**src/design/cpu_params.svh**
```systemverilog
// ==========================================================
// cpu parameters
// word and address widths, register count and the pc value
// held during reset
// ==========================================================
`ifndef CPU_PARAMS_SVH
`define CPU_PARAMS_SVH

// data word and register width
`define DATA_WIDTH 16

// memory bus address width
`define ADDR_WIDTH 16

// general registers
`define REG_COUNT 8

// register index width
`define REG_IDX_WIDTH $clog2(`REG_COUNT)

// pc parks at all ones, so the first increment fetches word 0
`define RESET_PC {`ADDR_WIDTH{1'b1}}

`endif

```
**src/design/isa_pkg.sv**
```systemverilog
// ==========================================================
// instruction set types
// major opcodes, alu codes, branch conditions and the
// two 16-bit instruction layouts
// ==========================================================
package isa_pkg;

    // 5-bit major opcode
    // alu is 00??? / 010??, branch is 10???, both matched by pattern
    typedef enum logic [4:0] {
        OP_LOAD  = 5'b01100,
        OP_STORE = 5'b01101,
        OP_PUSH  = 5'b01110,
        OP_POP   = 5'b01111
    } major_op_e;

    // alu code, instruction bits 14..11
    // codes 8 to 11 are reserved
    typedef enum logic [3:0] {
        ALU_ADD  = 4'd0,
        ALU_SUB  = 4'd1,
        ALU_AND  = 4'd2,
        ALU_OR   = 4'd3,
        ALU_XOR  = 4'd4,
        ALU_MOVB = 4'd5,
        ALU_SHL  = 4'd6,
        ALU_SHR  = 4'd7
    } alu_op_e;

    // branch conditions, arm-like order
    typedef enum logic [3:0] {
        COND_EQ, COND_NE, COND_CS, COND_CC,
        COND_MI, COND_PL, COND_VS, COND_VC,
        COND_HI, COND_LS, COND_GE, COND_LT,
        COND_GT, COND_LE, COND_AL, COND_NV
    } cond_e;

    // alu and load/store layout
    // operand bits 4..3 are the mode, 3..0 the immediate, 2..0 rb
    typedef struct packed {
        major_op_e  op;
        logic [2:0] rd;
        logic [2:0] ra;
        logic [4:0] operand;
    } instr_t;

    // short branch layout
    typedef struct packed {
        logic [1:0]        prefix;
        cond_e             cond;
        logic signed [9:0] offset;
    } branch_t;

endpackage

```
**src/design/core_pkg.sv**
```systemverilog
// ==========================================================
// core microarchitecture types
// sequencer states, flags and the structs passed between
// fetch, execute and the memory bus
// ==========================================================
`include "cpu_params.svh"

package core_pkg;

    typedef enum logic [1:0] {
        DECODE,
        LS1,
        LS2,
        BRANCH_DELAY
    } seq_state_e;

    // condition flags
    typedef struct packed {
        logic n;
        logic z;
        logic c;
        logic v;
    } flags_t;

    // memory bus as it leaves the core
    typedef struct packed {
        logic [`ADDR_WIDTH-1:0] addr;
        logic [`DATA_WIDTH-1:0] wdata;
        logic                   re;
        logic                   we;
    } mem_req_t;

    // data access from execute
    typedef struct packed {
        logic [`ADDR_WIDTH-1:0] addr;
        logic [`DATA_WIDTH-1:0] wdata;
        logic                   load;
        logic                   store;
    } ls_req_t;

    // taken branch steering
    typedef struct packed {
        logic                   take;
        logic [`ADDR_WIDTH-1:0] target;
    } redirect_t;

endpackage

```
**src/design/fetch_unit.sv**
```systemverilog
// ==========================================================
// fetch unit
// program counter, fetch-valid tracking and the shared bus
// mux between instruction fetch and data access
// ==========================================================
`include "cpu_params.svh"

module fetch_unit (
    input  logic                   clk,
    input  logic                   rst,
    input  logic                   stall,
    input  core_pkg::redirect_t    redirect,
    input  core_pkg::ls_req_t      ls_req,
    output core_pkg::mem_req_t     mem_req,
    output logic [`ADDR_WIDTH-1:0] pc,
    output logic                   fetch_valid
);
    logic [`ADDR_WIDTH-1:0] pc_next;
    logic                   ls_active;

    // data access owns the bus this cycle
    assign ls_active = ls_req.load | ls_req.store;

    // next fetch address
    // stall holds, branch steers, otherwise step by one
    always_comb begin
        if (stall) begin
            pc_next = pc;
        end else if (redirect.take) begin
            pc_next = redirect.target;
        end else begin
            pc_next = pc + 1'b1;
        end
    end

    // bus select
    // fetch reads at pc_next so the word lands as pc catches up
    always_comb begin
        mem_req.addr  = ls_active ? ls_req.addr : pc_next;
        mem_req.wdata = ls_req.wdata;
        mem_req.re    = !rst && (ls_active ? ls_req.load : 1'b1);
        mem_req.we    = !rst && ls_req.store;
    end

    always_ff @(posedge clk) begin
        if (rst) begin
            pc          <= `RESET_PC;
            fetch_valid <= 1'b0;
        end else begin
            pc          <= pc_next;
            // returning word is an instruction only if fetch had the bus
            fetch_valid <= !ls_active;
        end
    end

endmodule

```
**src/design/exec_unit.sv**
```systemverilog
// ==========================================================
// execute unit
// instruction register, sequencer, operand select, branch
// evaluation, load/store sequencing and the flag register
// ==========================================================
`include "cpu_params.svh"

module exec_unit (
    input  logic                      clk,
    input  logic                      rst,
    input  logic [`DATA_WIDTH-1:0]    rdata,
    input  logic [`ADDR_WIDTH-1:0]    pc,
    input  logic                      fetch_valid,
    output logic [`REG_IDX_WIDTH-1:0] ra_addr,
    output logic [`REG_IDX_WIDTH-1:0] rb_addr,
    output logic [`REG_IDX_WIDTH-1:0] rd_addr,
    input  logic [`DATA_WIDTH-1:0]    ra_data,
    input  logic [`DATA_WIDTH-1:0]    rb_data,
    input  logic [`DATA_WIDTH-1:0]    rd_data,
    output logic                      wr_en,
    output logic [`DATA_WIDTH-1:0]    wr_data,
    output isa_pkg::alu_op_e          alu_op,
    output logic [`DATA_WIDTH-1:0]    alu_a,
    output logic [`DATA_WIDTH-1:0]    alu_b,
    input  logic [`DATA_WIDTH-1:0]    alu_result,
    input  core_pkg::flags_t          alu_flags,
    output core_pkg::flags_t          flags,
    output core_pkg::redirect_t       redirect,
    output logic                      stall,
    output core_pkg::ls_req_t         ls_req
);
    import isa_pkg::*;
    import core_pkg::*;

    instr_t                 ir;
    logic                   ir_valid;
    branch_t                br;
    seq_state_e             state;
    seq_state_e             state_next;
    flags_t                 flags_next;
    logic [1:0]             mode;
    logic                   mode_ok;
    logic                   is_ls;
    logic                   cond_true;
    logic [`DATA_WIDTH-1:0] imm;
    logic [`ADDR_WIDTH-1:0] target;

    // field views of the instruction register
    assign br      = branch_t'(ir);
    assign mode    = ir.operand[4:3];
    // mode 11 was the long-immediate / special form, now a no-op
    assign mode_ok = (mode != 2'b11);
    assign is_ls   = (ir.op == OP_LOAD) || (ir.op == OP_STORE);
    assign imm     = {{(`DATA_WIDTH-4){ir.operand[3]}}, ir.operand[3:0]};
    // pc already points past the branch
    assign target  = pc + {{(`ADDR_WIDTH-10){br.offset[9]}}, br.offset};

    // register file addressing straight from the fields
    assign ra_addr = ir.ra;
    assign rb_addr = ir.operand[2:0];
    assign rd_addr = ir.rd;

    // operands, address generation reuses the adder
    assign alu_a  = ra_data;
    assign alu_b  = mode[1] ? rb_data : imm;
    assign alu_op = is_ls ? ALU_ADD : alu_op_e'(ir.op[3:0]);

    // condition check against the flag register
    always_comb begin
        case (br.cond)
            COND_EQ: cond_true = flags.z;
            COND_NE: cond_true = !flags.z;
            COND_CS: cond_true = flags.c;
            COND_CC: cond_true = !flags.c;
            COND_MI: cond_true = flags.n;
            COND_PL: cond_true = !flags.n;
            COND_VS: cond_true = flags.v;
            COND_VC: cond_true = !flags.v;
            // hi and ls look at v, not c
            COND_HI: cond_true = flags.v && !flags.z;
            COND_LS: cond_true = !flags.v || flags.z;
            COND_GE: cond_true = (flags.n == flags.v);
            COND_LT: cond_true = (flags.n != flags.v);
            COND_GT: cond_true = !flags.z && (flags.n == flags.v);
            COND_LE: cond_true = flags.z || (flags.n != flags.v);
            COND_AL: cond_true = 1'b1;
            default: cond_true = 1'b0;
        endcase
    end

    // sequencer
    always_comb begin
        state_next      = state;
        flags_next      = flags;
        stall           = 1'b0;
        wr_en           = 1'b0;
        wr_data         = alu_result;
        redirect.take   = 1'b0;
        redirect.target = target;
        ls_req.addr     = alu_result;
        ls_req.wdata    = rd_data;
        ls_req.load     = 1'b0;
        ls_req.store    = 1'b0;

        case (state)
            DECODE: begin
                // bubble when no valid word was loaded
                if (ir_valid) begin
                    casez (ir.op)
                        5'b00???: begin
                            if (mode_ok) begin
                                wr_en      = 1'b1;
                                flags_next = alu_flags;
                            end
                        end
                        // alu codes 8 to 11 are reserved
                        5'b010??: ;
                        OP_LOAD, OP_STORE: begin
                            if (mode_ok) begin
                                // bus goes to the data access, pc frozen
                                stall        = 1'b1;
                                ls_req.load  = (ir.op == OP_LOAD);
                                ls_req.store = (ir.op == OP_STORE);
                                state_next   = LS1;
                            end
                        end
                        OP_PUSH, OP_POP: ;
                        5'b10???: begin
                            redirect.take = cond_true;
                            // word already in flight gets dropped
                            if (cond_true) begin
                                state_next = BRANCH_DELAY;
                            end
                        end
                        default: ;
                    endcase
                end
            end
            LS1: begin
                // data is on rdata now, fetch restarts at the held pc
                stall      = 1'b1;
                state_next = LS2;
                if (ir.op == OP_LOAD) begin
                    wr_en   = 1'b1;
                    wr_data = rdata;
                end
            end
            // wait for the refetched word
            LS2: state_next = DECODE;
            BRANCH_DELAY: state_next = DECODE;
            default: state_next = DECODE;
        endcase
    end

    always_ff @(posedge clk) begin
        if (rst) begin
            state    <= DECODE;
            flags    <= '0;
            ir_valid <= 1'b0;
        end else begin
            state <= state_next;
            flags <= flags_next;
            if (state_next == DECODE) begin
                ir_valid <= fetch_valid;
            end
        end
    end

    // ir holds while a multi-cycle instruction runs
    always_ff @(posedge clk) begin
        if (state_next == DECODE) begin
            ir <= instr_t'(rdata);
        end
    end

endmodule

```
**src/design/regfile.sv**
```systemverilog
// ==========================================================
// register file
// eight general registers, three combinational read ports
// and one clocked write port addressed by rd
// ==========================================================
`include "cpu_params.svh"

module regfile (
    input  logic                      clk,
    input  logic                      rst,
    input  logic [`REG_IDX_WIDTH-1:0] ra_addr,
    input  logic [`REG_IDX_WIDTH-1:0] rb_addr,
    input  logic [`REG_IDX_WIDTH-1:0] rd_addr,
    output logic [`DATA_WIDTH-1:0]    ra_data,
    output logic [`DATA_WIDTH-1:0]    rb_data,
    output logic [`DATA_WIDTH-1:0]    rd_data,
    input  logic                      wr_en,
    input  logic [`DATA_WIDTH-1:0]    wr_data
);
    logic [`DATA_WIDTH-1:0] regs [`REG_COUNT];

    // reads see the old value during a write cycle
    assign ra_data = regs[ra_addr];
    assign rb_data = regs[rb_addr];
    // rd port feeds store data
    assign rd_data = regs[rd_addr];

    always_ff @(posedge clk) begin
        if (rst) begin
            for (int i = 0; i < `REG_COUNT; i++) begin
                regs[i] <= '0;
            end
        end else if (wr_en) begin
            regs[rd_addr] <= wr_data;
        end
    end

endmodule

```
**src/design/alu.sv**
```systemverilog
// ==========================================================
// alu
// eight combinational operations with n/z/c/v generation
// ==========================================================
`include "cpu_params.svh"

module alu (
    input  isa_pkg::alu_op_e       op,
    input  logic [`DATA_WIDTH-1:0] a,
    input  logic [`DATA_WIDTH-1:0] b,
    input  core_pkg::flags_t       flags_in,
    output logic [`DATA_WIDTH-1:0] result,
    output core_pkg::flags_t       flags_out
);
    import isa_pkg::*;

    localparam int MSB     = `DATA_WIDTH - 1;
    localparam int SHAMT_W = $clog2(`DATA_WIDTH);

    // one extra bit for carry out
    logic [`DATA_WIDTH:0] wide;

    always_comb begin
        wide      = '0;
        result    = a;
        flags_out = flags_in;

        case (op)
            ALU_ADD: begin
                wide        = {1'b0, a} + {1'b0, b};
                result      = wide[MSB:0];
                flags_out.c = wide[`DATA_WIDTH];
                flags_out.v = (a[MSB] == b[MSB]) && (result[MSB] != a[MSB]);
            end
            ALU_SUB: begin
                // a + ~b + 1, carry set means no borrow
                wide        = {1'b0, a} + {1'b0, ~b} + 1'b1;
                result      = wide[MSB:0];
                flags_out.c = wide[`DATA_WIDTH];
                flags_out.v = (a[MSB] != b[MSB]) && (result[MSB] != a[MSB]);
            end
            ALU_AND:  result = a & b;
            ALU_OR:   result = a | b;
            ALU_XOR:  result = a ^ b;
            ALU_MOVB: result = b;
            ALU_SHL:  result = a << b[SHAMT_W-1:0];
            ALU_SHR:  result = a >> b[SHAMT_W-1:0];
            // reserved codes pass a through
            default:  result = a;
        endcase

        // n and z always follow the result
        flags_out.n = result[MSB];
        flags_out.z = (result == '0);
    end

endmodule

```
**src/design/cpu_top.sv**
```systemverilog
// ==========================================================
// cpu top
// two-stage 16-bit core on one shared memory bus
// fetch, execute, alu and register file
// ==========================================================
`include "cpu_params.svh"

module cpu_top (
    input  logic                   clk,
    input  logic                   rst,
    input  logic [`DATA_WIDTH-1:0] rdata,
    output core_pkg::mem_req_t     mem_req
);
    import isa_pkg::*;
    import core_pkg::*;

    // fetch <-> execute
    logic                   stall;
    redirect_t              redirect;
    ls_req_t                ls_req;
    logic [`ADDR_WIDTH-1:0] pc;
    logic                   fetch_valid;

    // register file ports
    logic [`REG_IDX_WIDTH-1:0] ra_addr;
    logic [`REG_IDX_WIDTH-1:0] rb_addr;
    logic [`REG_IDX_WIDTH-1:0] rd_addr;
    logic [`DATA_WIDTH-1:0]    ra_data;
    logic [`DATA_WIDTH-1:0]    rb_data;
    logic [`DATA_WIDTH-1:0]    rd_data;
    logic                      wr_en;
    logic [`DATA_WIDTH-1:0]    wr_data;

    // alu ports
    alu_op_e                alu_op;
    logic [`DATA_WIDTH-1:0] alu_a;
    logic [`DATA_WIDTH-1:0] alu_b;
    logic [`DATA_WIDTH-1:0] alu_result;
    flags_t                 alu_flags;
    flags_t                 flags;

    fetch_unit u_fetch (
        .clk         (clk),
        .rst         (rst),
        .stall       (stall),
        .redirect    (redirect),
        .ls_req      (ls_req),
        .mem_req     (mem_req),
        .pc          (pc),
        .fetch_valid (fetch_valid)
    );

    exec_unit u_exec (
        .clk         (clk),
        .rst         (rst),
        .rdata       (rdata),
        .pc          (pc),
        .fetch_valid (fetch_valid),
        .ra_addr     (ra_addr),
        .rb_addr     (rb_addr),
        .rd_addr     (rd_addr),
        .ra_data     (ra_data),
        .rb_data     (rb_data),
        .rd_data     (rd_data),
        .wr_en       (wr_en),
        .wr_data     (wr_data),
        .alu_op      (alu_op),
        .alu_a       (alu_a),
        .alu_b       (alu_b),
        .alu_result  (alu_result),
        .alu_flags   (alu_flags),
        .flags       (flags),
        .redirect    (redirect),
        .stall       (stall),
        .ls_req      (ls_req)
    );

    regfile u_regs (
        .clk     (clk),
        .rst     (rst),
        .ra_addr (ra_addr),
        .rb_addr (rb_addr),
        .rd_addr (rd_addr),
        .ra_data (ra_data),
        .rb_data (rb_data),
        .rd_data (rd_data),
        .wr_en   (wr_en),
        .wr_data (wr_data)
    );

    alu u_alu (
        .op        (alu_op),
        .a         (alu_a),
        .b         (alu_b),
        .flags_in  (flags),
        .result    (alu_result),
        .flags_out (alu_flags)
    );

endmodule

```
**config.mk**
```make
export PLATFORM = sky130hd
export DESIGN_NAME = cpu_top
export DESIGN_NICKNAME = d
export VERILOG_FILES = /design/src/design/isa_pkg.sv /design/src/design/core_pkg.sv /design/src/design/fetch_unit.sv /design/src/design/exec_unit.sv /design/src/design/regfile.sv /design/src/design/alu.sv /design/src/design/cpu_top.sv
export VERILOG_INCLUDE_DIRS = /design/src /design/src/design
export SDC_FILE = /design/constraint.sdc
export NUM_CORES = 1
export LEC_CHECK = 0
export BUFFER_PORTS_ARGS = -buffer_cell sky130_fd_sc_hd__buf_2
export CORE_UTILIZATION = 60
export DETAILED_ROUTE_END_ITERATION = 12
export MAX_ROUTING_LAYER = met4
export PLACE_DENSITY = 0.79
export SYNTH_ARGS = -nofsm -noshare
export SYNTH_HDL_FRONTEND = slang
export SYNTH_HIERARCHICAL = 1
export SYNTH_SLANG_ARGS = --single-unit
```
**constraint.sdc**
```tcl
create_clock -name clk -period 8.32 [get_ports clk]
set_input_delay 1.664 -clock clk [delete_from_list [all_inputs] [get_ports clk]]
set_output_delay 1.664 -clock clk [all_outputs]
set_load 0.01 [all_outputs]
```
==> results.md <==
* Status: complete, no violations
* DR DRC count at 0
* First-pass GRT wire length at 78.8 mm
* Vias per cell at between 7 and 8
* Total congestion overflow at 0
* Worst slew pin tran at 1.14 ns
* Number of synthesized flops with an enable pin at 144
* Syn_nets at approximately 1.7k
* M2 GR Usage at 0.588
* Kind of end point of the critical path: primary output
* Synth cell types at 107
* Final Max Tran Viols at 0
* Drt pass-1 iters at 5
* Antenna viol nets, final at 0
* Count leader, synth: edfxtp_1
* Final setup viols at 0
* CTS Hold Bufs at 0
* Yosys top cell area share at 0.266
* Net Sw Frac at 0.419
* Routed vias at 13.3k
* Synth Area per Inst at approximately 10 sq um
* Clock root buffer master: clkbuf_16
* Fin crit period at 7.50 ns
* Synth cell count leaders: edfxtp_1, and2_1, nand2_1
* Sequential Power Share at 0.311
* Row Count at 59
* H-tree Lvls at 4
* Internal power at 1940 uW
* WL final at 51.8 mm
* Clock Power Share at 0.262
* Vias in the first global route at ~13k
* DP HPWL at between 30 and 40 mm
* R2R cell count at 16
* Share of cells above drive strength 1 at 0.227
* Later-pin clock latency in the skew report at 0.45 ns
* Syn-to-layout area delta at 2.32%
* Die ar. at 27,800 sq um
* Register area at 4800 sq um
* Max IR drop VDD at 0.129 mV
* DR iter-0 viols at 1,683
* Fmax at 133 MHz
* Fill count at 2,072
* TritonCTS Sinks at 168
* Sequential share of the synthesized area at 0.295
* Worst-path clk slew at 0.08 ns
* P_sw at 1400 uW
* Arrival time worst endpoint at between 5 and 6 ns
* Final net count at 1,571
* Die H at approximately 170 um
* Critical Path RT at 6.66 ns
* M1 GR Usage at 0.511
* Dominant cell type by area after synthesis: edfxtp_1
* Hold path cells at 1
* Pwr per Cell Area at 201 nW/um^2
* CTS Buf Count at 17
* Hold Crit Class: reg -> reg
* Gr usage total at 0.387
* Worst rel slew slack at 0.243
* Global-route met3 utilization at 0.0768
* #FFs+latches synth at 168
* Final worst-path cycle share at 0.902
* Ports at 52
* Core footprint at 26,400 sq um
* Hold Slack at 0.479 ns
* Gpl congestion at slightly above 1
* Max_cap viols at 0
* Setup CP Type: reg -> out
* TritonCTS clock tree: built
* Fin. Hold Viols at 0
* Mapped Cells at 1,563
* Top FF cell, synth: edfxtp_1
* Die X at 167 um
* IO Port Bufs at 51
* Layout Skew at 0.0198 ns
* Maximum clock insertion buffer count at 2
* Setup TNS at 0 ns
* Number of diodes at 0
* Post-CTS setup buffers at 0
* Pin count of the biggest net entering global routing at 50
* WL per Instance at about 28 um
* Yosys synthesis warning count at 6
* Crit path max fanout at 13
* Top cells by area, synth: edfxtp_1, mux4_2, ha_1, mux2_2, and2_1
* Critical path launch point type: register
* Async SR Flop Fraction at 0
* Antenna violations before repair at 3
* Initial Util at 0.617
* Post-Syn Area at 16,300 sq um
* RSZ-0062 raised after global routing: false
* Comb pwr share at 0.427
* Footprint of the multi-input gates at 10,100 sq um
* Resized Gates After CTS at 0
* Gr busiest metal: met2
* P_leak at ~0.0065 uW
## cells in the final DEF, fill, tap and decap left out, types with 8 or more instances in the layout
| cell type | instances |
|---|---|
| edfxtp_1 | 144 |
| a21o_1 | 16 |
| and3_1 | 13 |
| nor2_1 | 91 |
| mux2i_1 | 43 |
| ha_1 | 67 |
| a31oi_1 | 13 |
| buf_2 | 51 |
| a211oi_1 | 17 |
| nand3_1 | 17 |
| nor3_1 | 21 |
| mux4_2 | 94 |
| and2_2 | 13 |
| o22ai_1 | 12 |
| buf_4 | 25 |
| nand2_1 | 103 |
| nand4_1 | 11 |
| o31ai_1 | 13 |
| o211ai_1 | 15 |
| and2_1 | 121 |
| clkbuf_16 | 17 |
| or2_2 | 11 |
| nand2b_1 | 20 |
| a21oi_1 | 57 |
| mux4_1 | 12 |
| o21ai_1 | 9 |
| o21ai_0 | 53 |
| mux2_1 | 14 |
| inv_1 | 63 |
| a211o_1 | 8 |
| xnor2_1 | 18 |
| nor2b_1 | 17 |
| nor4_1 | 11 |
| dfxtp_1 | 24 |
| or3_1 | 13 |
| mux2_2 | 68 |
## power by group through the flow
stage                     clock, uW  combinational [uW]  sequential, uW
final                           876                1420            1040
after global routing            910                1520            1040
after CTS                       880                1380            1030
after detailed placement          0                1380            1050
after global placement            0                1360            1050
after floorplan                   0                1100            1020
## area by class of cell
class / instances / area share
clock inverter: 15 / 0.0129
multi-input combinational: 1153 / 0.605
timing repair buffer: 77 / 0.0278
sequential: 168 / 0.289
clock buffer: 17 / 0.0256
inverter: 66 / 0.0149
tap: 335 / 0.0252
## cells by family (layout without fill, tap and decap cells)
family,after synthesis,count (layout),synth area share
simple gates,512,512,0.175
compound gates,312,312,0.135
buf+inv,242,175,0.0873
flops,168,168,0.295
mux,235,235,0.239
fa+ha+maj,70,70,0.0552
xor+xnor,24,24,0.0129
## state kept, by name (all words and copies together), names as in the netlist
name	cells
u_exec/flags	4
u_exec/br	7
u_exec/state	2
u_fetch/fetch_valid	1
u_exec/ra_addr	3
u_exec/rd_addr	3
u_exec/rb_addr	3
u_fetch/pc	16
u_exec/ir_valid	1
u_regs/regs	128
## metal layers
metal	vias to the layer above	wire length, um	share of wire
met2	929	23800	0.46
met5	-	0	0
met4	0	2130	0.041
met3	164	5980	0.12
met1	6505	19900	0.38
li1	5686	-	-
## worst max-delay path, cell delays in order (launching register included)
cell      delay [ns]
edfxtp_1        0.91
mux4_2          0.60
mux2_2          0.27
mux2_2          0.29
inv_1           0.34
ha_1            0.41
and3_1          0.22
a211o_1         0.38
a32o_1          0.27
o221a_2         0.28
and2_0          0.15
a311oi_1        0.30
mux2i_1         0.14
a221oi_2        0.42
and2_1          0.21
a31o_1          0.09
buf_2           0.12
## final timing paths
check | from | end | slack, ns
setup / recovery | u_exec/rb_addr[0] | mem_req[33] | 0.82
hold / removal | u_exec/state[1] | u_exec/state[1] | 0.48
setup reg to reg | u_exec/rb_addr[0] | u_regs/regs[0][10] | 2.33
hold reg to reg | u_exec/state[1] | u_exec/state[1] | 0.48
## through the flow
step | power [uW] | utilization | std cells | instance area [sq um] | setup WS (ns)
floorplan | 2110 | - | 1563 | 16300 | 1.61
finish | 3340 | 0.631 | 1831 | 16600 | 0.816
global route | 3480 | 0.631 | 1831 | 16600 | 0.454
detailed placement | 2430 | 0.607 | 1799 | 16000 | 1.27
CTS | 3300 | 0.631 | 1831 | 16600 | 0.767
global placement | 2410 | 0.607 | 1799 | 16000 | 1.42
Note: power is estimated with default switching activity, not from simulation.
